==> config.mk <==
export PLATFORM = sky130hd
export DESIGN_NAME = memUartBridge
export DESIGN_NICKNAME = d
export VERILOG_FILES = /design/src/hdl/memBusPkg.sv /design/src/hdl/portCtrlPkg.sv /design/src/hdl/busMerge.sv /design/src/hdl/memUartBridge.sv /design/src/hdl/sramPort.sv /design/src/hdl/uartPort.sv
export SDC_FILE = /design/constraint.sdc
export NUM_CORES = 1
export LEC_CHECK = 0
export ABC_AREA = 1
export BUFFER_PORTS_ARGS = -buffer_cell sky130_fd_sc_hd__buf_2
export CAP_MARGIN = 20
export CELL_PAD_IN_SITES_DETAIL_PLACEMENT = 0
export CELL_PAD_IN_SITES_GLOBAL_PLACEMENT = 1
export CORE_MARGIN = 2
export CORE_UTILIZATION = 35
export DETAILED_ROUTE_END_ITERATION = 12
export GPL_ROUTABILITY_DRIVEN = 0
export GPL_TIMING_DRIVEN = 0
export PLACE_DENSITY = 0.81
export SLEW_MARGIN = 20
export SYNTH_ARGS = -nofsm -noshare
export SYNTH_HDL_FRONTEND = slang
export SYNTH_HIERARCHICAL = 1
export SYNTH_SLANG_ARGS = --single-unit
==> constraint.sdc <==
create_clock -name clk -period 1.9 [get_ports clk]
set_clock_uncertainty 0.2 [all_clocks]
set_input_delay 0 -clock clk [delete_from_list [all_inputs] [get_ports clk]]
set_output_delay 0 -clock clk [all_outputs]
set_load 0.01 [all_outputs]
==> src/hdl/memBusPkg.sv <==
package memBusPkg;

	//////////////////////////////////////////////////////////////////////
	// Shared bus geometry
	//////////////////////////////////////////////////////////////////////

	// One word per address
	localparam int addrWidth = 18;
	localparam int dataWidth = 16;

	// UART chip only uses the low byte lane
	localparam int byteWidth = 8;

	// The single address decoded as the UART data register
	localparam logic [addrWidth-1:0] uartAddr = 18'h0BF00;

	typedef logic [addrWidth-1:0] memAddr;
	typedef logic [dataWidth-1:0] memWord;

	//////////////////////////////////////////////////////////////////////
	// Processor side request
	//////////////////////////////////////////////////////////////////////

	// Sampled only when the bridge is idle
	typedef struct packed {
		logic   start;
		logic   rd;
		logic   wr;
		memAddr addr;
		memWord value;
	} memReq;

endpackage

==> src/hdl/portCtrlPkg.sv <==
package portCtrlPkg;

	//////////////////////////////////////////////////////////////////////
	// Sequencer states
	//////////////////////////////////////////////////////////////////////

	typedef enum logic [2:0] {
		sramIdle,
		sramReadAddr,
		sramReadWait,
		sramReadCapture,
		sramWriteAddr,
		sramWritePulse,
		sramWriteHold
	} sramState;

	typedef enum logic [3:0] {
		uartIdle,
		uartReadWaitReady,
		uartReadStrobe,
		uartReadCapture,
		uartWriteLoad,
		uartWritePulse,
		uartWriteWaitBuffer,
		uartWriteWaitShift,
		uartWriteFinish
	} uartState;

	//////////////////////////////////////////////////////////////////////
	// Chip pins
	//////////////////////////////////////////////////////////////////////

	// All strobes active low
	typedef struct packed {
		logic en;
		logic oe;
		logic we;
	} sramCtrl;

	typedef struct packed {
		logic rdn;
		logic wrn;
	} uartCtrl;

	// Status pins from the UART chip, active high
	typedef struct packed {
		logic dataReady;
		logic tbre;
		logic tsre;
	} uartFlags;

endpackage

==> src/hdl/busMerge.sv <==
`timescale 1ns/1ps

module busMerge
	import memBusPkg::*;
(
	input  logic                 clk,
	input  logic                 rst,
	input  memReq                req,
	output logic                 sramGo,
	output logic                 uartGo,
	output logic                 isWrite,
	input  logic                 sramCapture,
	input  logic                 sramDrive,
	input  logic                 sramFinished,
	input  logic                 uartCapture,
	input  logic                 uartDrive,
	input  logic                 uartFinished,
	input  logic [dataWidth-1:0] busIn,
	output logic [dataWidth-1:0] busOut,
	output logic                 busOe,
	output logic [addrWidth-1:0] addr,
	output logic [dataWidth-1:0] result,
	output logic                 done
);

	typedef enum logic [2:0] {
		reqNone,
		reqSramRead,
		reqSramWrite,
		reqUartRead,
		reqUartWrite
	} reqKind;

	reqKind               kind;
	logic                 busy;
	logic                 accept;
	logic [dataWidth-1:0] value;

	// Write wins over read on the UART address
	always_comb begin
		kind = reqNone;
		if (req.addr == uartAddr) begin
			if (req.wr) begin
				kind = reqUartWrite;
			end else if (req.rd) begin
				kind = reqUartRead;
			end
		end else begin
			kind = req.wr ? reqSramWrite : reqSramRead;
		end
	end

	assign accept = req.start && !busy && (kind != reqNone);

	always_ff @(posedge clk or negedge rst) begin
		if (!rst) begin
			busy    <= 1'b0;
			sramGo  <= 1'b0;
			uartGo  <= 1'b0;
			isWrite <= 1'b0;
			done    <= 1'b0;
			result  <= '0;
		end else begin
			sramGo <= accept && (kind == reqSramRead || kind == reqSramWrite);
			uartGo <= accept && (kind == reqUartRead || kind == reqUartWrite);
			if (accept) begin
				busy    <= 1'b1;
				done    <= 1'b0;
				isWrite <= (kind == reqSramWrite || kind == reqUartWrite);
			end else if (sramFinished || uartFinished) begin
				busy <= 1'b0;
				done <= 1'b1;
			end
			if (sramCapture) begin
				result <= busIn;
			end else if (uartCapture) begin
				result <= {{(dataWidth - byteWidth){1'b0}}, busIn[byteWidth-1:0]};
			end
		end
	end

	always_ff @(posedge clk) begin
		if (accept) begin
			addr  <= req.addr;
			value <= req.value;
		end
	end

	//////////////////////////////////////////////////////////////////////
	// Shared data bus
	//////////////////////////////////////////////////////////////////////

	assign busOe  = sramDrive | uartDrive;
	assign busOut = uartDrive ? {{(dataWidth - byteWidth){1'b0}}, value[byteWidth-1:0]} : value;

endmodule

==> src/hdl/memUartBridge.sv <==
`timescale 1ns/1ps

module memUartBridge
	import memBusPkg::*;
	import portCtrlPkg::*;
(
	input  logic                 clk,
	input  logic                 rst,
	input  memReq                req,
	input  uartFlags             flags,
	input  logic [dataWidth-1:0] busIn,
	output logic [dataWidth-1:0] busOut,
	output logic                 busOe,
	output logic [addrWidth-1:0] addr,
	output sramCtrl              sram,
	output uartCtrl              uart,
	output logic [dataWidth-1:0] result,
	output logic                 done
);

	logic sramGo;
	logic uartGo;
	logic isWrite;
	logic sramCapture;
	logic sramDrive;
	logic sramFinished;
	logic uartCapture;
	logic uartDrive;
	logic uartFinished;

	sramPort sramPort_inst (
		.clk      (clk),
		.rst      (rst),
		.go       (sramGo),
		.isWrite  (isWrite),
		.ctrl     (sram),
		.capture  (sramCapture),
		.driveBus (sramDrive),
		.finished (sramFinished)
	);

	uartPort uartPort_inst (
		.clk      (clk),
		.rst      (rst),
		.go       (uartGo),
		.isWrite  (isWrite),
		.flags    (flags),
		.ctrl     (uart),
		.capture  (uartCapture),
		.driveBus (uartDrive),
		.finished (uartFinished)
	);

	busMerge busMerge_inst (
		.clk          (clk),
		.rst          (rst),
		.req          (req),
		.sramGo       (sramGo),
		.uartGo       (uartGo),
		.isWrite      (isWrite),
		.sramCapture  (sramCapture),
		.sramDrive    (sramDrive),
		.sramFinished (sramFinished),
		.uartCapture  (uartCapture),
		.uartDrive    (uartDrive),
		.uartFinished (uartFinished),
		.busIn        (busIn),
		.busOut       (busOut),
		.busOe        (busOe),
		.addr         (addr),
		.result       (result),
		.done         (done)
	);

endmodule

==> src/hdl/sramPort.sv <==
`timescale 1ns/1ps

module sramPort
	import portCtrlPkg::*;
(
	input  logic    clk,
	input  logic    rst,
	input  logic    go,
	input  logic    isWrite,
	output sramCtrl ctrl,
	output logic    capture,
	output logic    driveBus,
	output logic    finished
);

	sramState state;
	sramState nextState;

	always_ff @(posedge clk or negedge rst) begin
		if (!rst) begin
			state <= sramIdle;
		end else begin
			state <= nextState;
		end
	end

	// Fixed three-cycle access in both directions
	always_comb begin
		nextState = state;
		case (state)
			sramIdle: begin
				if (go) begin
					nextState = isWrite ? sramWriteAddr : sramReadAddr;
				end
			end
			sramReadAddr:    nextState = sramReadWait;
			sramReadWait:    nextState = sramReadCapture;
			sramReadCapture: nextState = sramIdle;
			sramWriteAddr:   nextState = sramWritePulse;
			sramWritePulse:  nextState = sramWriteHold;
			sramWriteHold:   nextState = sramIdle;
			default:         nextState = sramIdle;
		endcase
	end

	//////////////////////////////////////////////////////////////////////
	// Strobe decode
	//////////////////////////////////////////////////////////////////////

	always_comb begin
		ctrl     = '{en: 1'b1, oe: 1'b1, we: 1'b1};
		capture  = 1'b0;
		driveBus = 1'b0;
		finished = 1'b0;
		case (state)
			sramReadAddr, sramReadWait: begin
				ctrl.en = 1'b0;
				ctrl.oe = 1'b0;
			end
			sramReadCapture: begin
				ctrl.en  = 1'b0;
				ctrl.oe  = 1'b0;
				capture  = 1'b1;
				finished = 1'b1;
			end
			sramWriteAddr: begin
				ctrl.en  = 1'b0;
				driveBus = 1'b1;
			end
			sramWritePulse: begin
				// Data already settled on the bus
				ctrl.en  = 1'b0;
				ctrl.we  = 1'b0;
				driveBus = 1'b1;
			end
			sramWriteHold: begin
				ctrl.en  = 1'b0;
				driveBus = 1'b1;
				finished = 1'b1;
			end
			default: begin
				ctrl = '{en: 1'b1, oe: 1'b1, we: 1'b1};
			end
		endcase
	end

endmodule

==> src/hdl/uartPort.sv <==
`timescale 1ns/1ps

module uartPort
	import portCtrlPkg::*;
(
	input  logic     clk,
	input  logic     rst,
	input  logic     go,
	input  logic     isWrite,
	input  uartFlags flags,
	output uartCtrl  ctrl,
	output logic     capture,
	output logic     driveBus,
	output logic     finished
);

	uartState state;
	uartState nextState;

	always_ff @(posedge clk or negedge rst) begin
		if (!rst) begin
			state <= uartIdle;
		end else begin
			state <= nextState;
		end
	end

	// Latency depends on the chip flags
	always_comb begin
		nextState = state;
		case (state)
			uartIdle: begin
				if (go) begin
					nextState = isWrite ? uartWriteLoad : uartReadWaitReady;
				end
			end
			uartReadWaitReady: begin
				if (flags.dataReady) begin
					nextState = uartReadStrobe;
				end
			end
			uartReadStrobe:  nextState = uartReadCapture;
			uartReadCapture: nextState = uartIdle;
			uartWriteLoad:   nextState = uartWritePulse;
			uartWritePulse:  nextState = uartWriteWaitBuffer;
			uartWriteWaitBuffer: begin
				if (flags.tbre) begin
					nextState = uartWriteWaitShift;
				end
			end
			uartWriteWaitShift: begin
				// Transmitter fully drained
				if (flags.tsre) begin
					nextState = uartWriteFinish;
				end
			end
			uartWriteFinish: nextState = uartIdle;
			default:         nextState = uartIdle;
		endcase
	end

	//////////////////////////////////////////////////////////////////////
	// Strobe decode
	//////////////////////////////////////////////////////////////////////

	always_comb begin
		ctrl     = '{rdn: 1'b1, wrn: 1'b1};
		capture  = 1'b0;
		driveBus = 1'b0;
		finished = 1'b0;
		case (state)
			uartReadStrobe: begin
				// Byte is valid while rdn is low, result loads on the way out
				ctrl.rdn = 1'b0;
				capture  = 1'b1;
			end
			uartReadCapture: begin
				finished = 1'b1;
			end
			uartWriteLoad, uartWriteWaitBuffer, uartWriteWaitShift: begin
				driveBus = 1'b1;
			end
			uartWritePulse: begin
				ctrl.wrn = 1'b0;
				driveBus = 1'b1;
			end
			uartWriteFinish: begin
				driveBus = 1'b1;
				finished = 1'b1;
			end
			default: begin
				ctrl = '{rdn: 1'b1, wrn: 1'b1};
			end
		endcase
	end

endmodule

==> results.cfg <==
[sta]
setup_viol = 0
drv_slew = 0
worst_pin_slew_ps = 620
rsz0062_at_grt = false
fin_crit_sh = 0.954
max_freq_mhz = 552
tns_ps = 0
period_needed_ps = 1810
relSlewSlack = 0.587
finalHoldViolCount = 0
fin_ws_ps = 88.3

[synth]
synth.avg_cell_area_um2 = 10.9
synthFlopType = edfxtp_1
syn_area_um2 = 2640
yosysTopAreaCellShare = 0.387
synth.distinct_cells = 27
synth_cells = 243
synth_nets = 303
yosysSeqAreaShare = 0.652
postSynth.asyncResetShare = 0.452
yosysTopAreaCell = edfxtp_1
yosys-top-cells-area = edfxtp_1 39%, dfrtp_1 27%, nand2_1 8.2%
synth_most_common_cell = nand2_1
ys_warn_count = 6
synth_edf_count = 34
synth_seq_cells = 62
ys_top_cells_by_count = 58 x nand2_1, 35 x inv_1, 34 x edfxtp_1

[worst_setup_path]
critPathTopFamily = simple AND/OR/NAND/NOR gates
rr_worst_depth = 6
critical_path_buf_inv_count = 2
worstPathRequired_ps = 1700
path_cells = nor2_4, inv_1, nand2_2, or2_2, buf_2
cp_slowest_cell = dfrtp_1
path_depth = 5
cp-start-kind = register
crit_start = uartPort_inst/state[3]$_DFFE_PN0P_
endpoint_kind = primary output
worstPathMaxFanout = 9
critPathKind = register to primary output
slowest_delay_ps = 480
worstPathArrival_ps = 1610
timing.rr.start = uartPort_inst/state[3]$_DFFE_PN0P_

[floorplan]
die_area_um2 = 8260
dieWidth_um = 90.9
rows = 31
die_height_um = 90.9
io-pin-count = 115
start_util = 0.362
core-area_um2 = 7290

[power]
p_int_mw = 2.27
power_density_nw_per_um2 = 674
vdd_drop_max_mv = 0.327
p_clk_frac = 0.430
total_power_mw = 2.80
p_sw_frac = 0.191
p_switching_mw = 0.536
sequentialPowerShare = 0.507
pwr-share-comb = 0.063
p_leak_nw = 2.01

[global_route]
grt-busiest-layer = met2
use_met3 = 0.0392
grt_pass1_vias = 2290
gr-usage-met1 = 0.204
grt_max_degree = 36
grt_pass1_wl_um = 10800
track_usage = 0.167
antenna_found_initial = 0
grt.met2_usage = 0.276
overflow = 0

[route]
wl_per_cell_um = 12.5
drcViolationCount = 0
wirelength_um = 6630
vias = 2249
drtIter0Drc = 102
drtAntennaViolNets = 0
first_pass_iters = 4
vias_per_cell = 4.23

[cts]
clk_latency_ps = 330
post-cts-setup-buffer-count = 0
cts.path.max_buffers = 2
clockRootBuffer = clkbuf_8
cts_buffers = 9
cts_tree = built
clock-sinks = 62
clk_pin_slew_ps = 60
h-tree-depth = 3

[min_path]
min_path_type = input port to asynchronous set/reset pin

[placed_design]
place_area_um2 = 3340
placedCellCount = 456
numPortBuffers = 114
dp_slack_ps = 128
hpwl_um = 4240

[cells_and_area]
regArea_um2 = 1720
num_antenna_cells = 0
final_area_um2 = 4160
area_delta_synth_final_pct = 57.4
nets = 488
multi_input_area_um2 = 699
instances_no_fill = 532
drive_gt1_frac = 0.388
fillers = 673

[run]
cap_violations = 0

[outcome]
outcome = completed
-- power by group through the flow --
stage	registers [mW]	clock network, mW	logic [mW]
finish	1.42	1.20	0.176
global route	1.42	1.31	0.193
CTS	1.42	1.23	0.174
detailed placement	1.45	0	0.0832
global placement	1.45	0	0.0806
floorplan	1.45	0	0.00894
-- placed cells by master, fill, tap and decap left out, drive strengths merged --
master / Yosys / final
nand2: 62 / 62
ha: 2 / 2
bufinv: 0 / 2
a22o: 8 / 8
nor2: 29 / 29
dlygate4sd3: 0 / 61
o211ai: 1 / 1
clkbuf: 1 / 10
a31oi: 1 / 1
inv: 40 / 40
o21ai: 7 / 7
dfrtp: 28 / 28
nand3: 13 / 13
edfxtp: 34 / 34
nor3: 1 / 1
and3: 1 / 1
or2: 5 / 5
clkinv: 0 / 4
buf: 10 / 124
-- per-stage QoR --
stage / utilization / hold slack, ps
after global placement: 0.457 / -145
after detailed placement: 0.457 / -137
after floorplan: - / -496
final: 0.570 / 22.1
after global routing: 0.570 / 74.2
after CTS: 0.569 / 28.6
-- flip-flops by register name (all words and copies together), names as in the netlist --
signal and count:
busMerge_inst/result 16, uartPort_inst/state 4, busMerge_inst/busy 1, busMerge_inst/isWrite 1, busMerge_inst/uartGo 1, busMerge_inst/done 1, busMerge_inst/value 16, sramPort_inst/state 3
busMerge_inst/addr 18, busMerge_inst/sramGo 1
-- cell families (layout without fill, tap and decap cells) --
kind of cell	count (synthesis)	count (layout)	synth area share
DFF	62	62	0.652
buffers and inverters	51	241	0.0872
AOI/OAI and AO/OA	17	17	0.0464
adders and majority gates	2	2	0.00947
and+or+nand+nor	111	111	0.205
-- cell type report --
| cell class | instances | share of cell area |
|---|---|---|
| Sequential cell | 62 | 0.414 |
| Timing Repair Buffer | 175 | 0.284 |
| Multi-Input combinational cell | 130 | 0.168 |
| Inverter | 40 | 0.0361 |
| Clock buffer | 10 | 0.0307 |
| Tap cell | 99 | 0.0298 |
| Clock inverter | 6 | 0.0184 |
| Buffer | 10 | 0.0184 |
-- timing repair --
action | in CTS | in global routing
setup endpoints to repair | 9 | 5
endpoints found under the hold margin | 86 | 0
gates resized for setup | 1 | 5
hold buffers | 61 | 0
-- metal layers --
layer / vias up / wire [um] / share of wire
met3: 19 / 280 / 0.042
li1: 1135 / - / -
met5: - / 0 / 0
met1: 1029 / 2780 / 0.42
met2: 66 / 3380 / 0.51
met4: 0 / 187 / 0.028
-- final timing paths --
path                                                              to  slack (ps)
worst max-delay path                                           busOe          90
worst min-delay path            busMerge_inst/result[11]$_DFFE_PN0P_          20
worst max register to register    uartPort_inst/state[1]$_DFFE_PN0P_          90
worst min register to register   busMerge_inst/result[7]$_DFFE_PN0P_         280
max in group asynchronous         sramPort_inst/state[1]$_DFFE_PN0P_        1040
min in group clk                   busMerge_inst/value[15]$_DFFE_PP_         180
No activity file was read; power rests on OpenSTA's default activity.
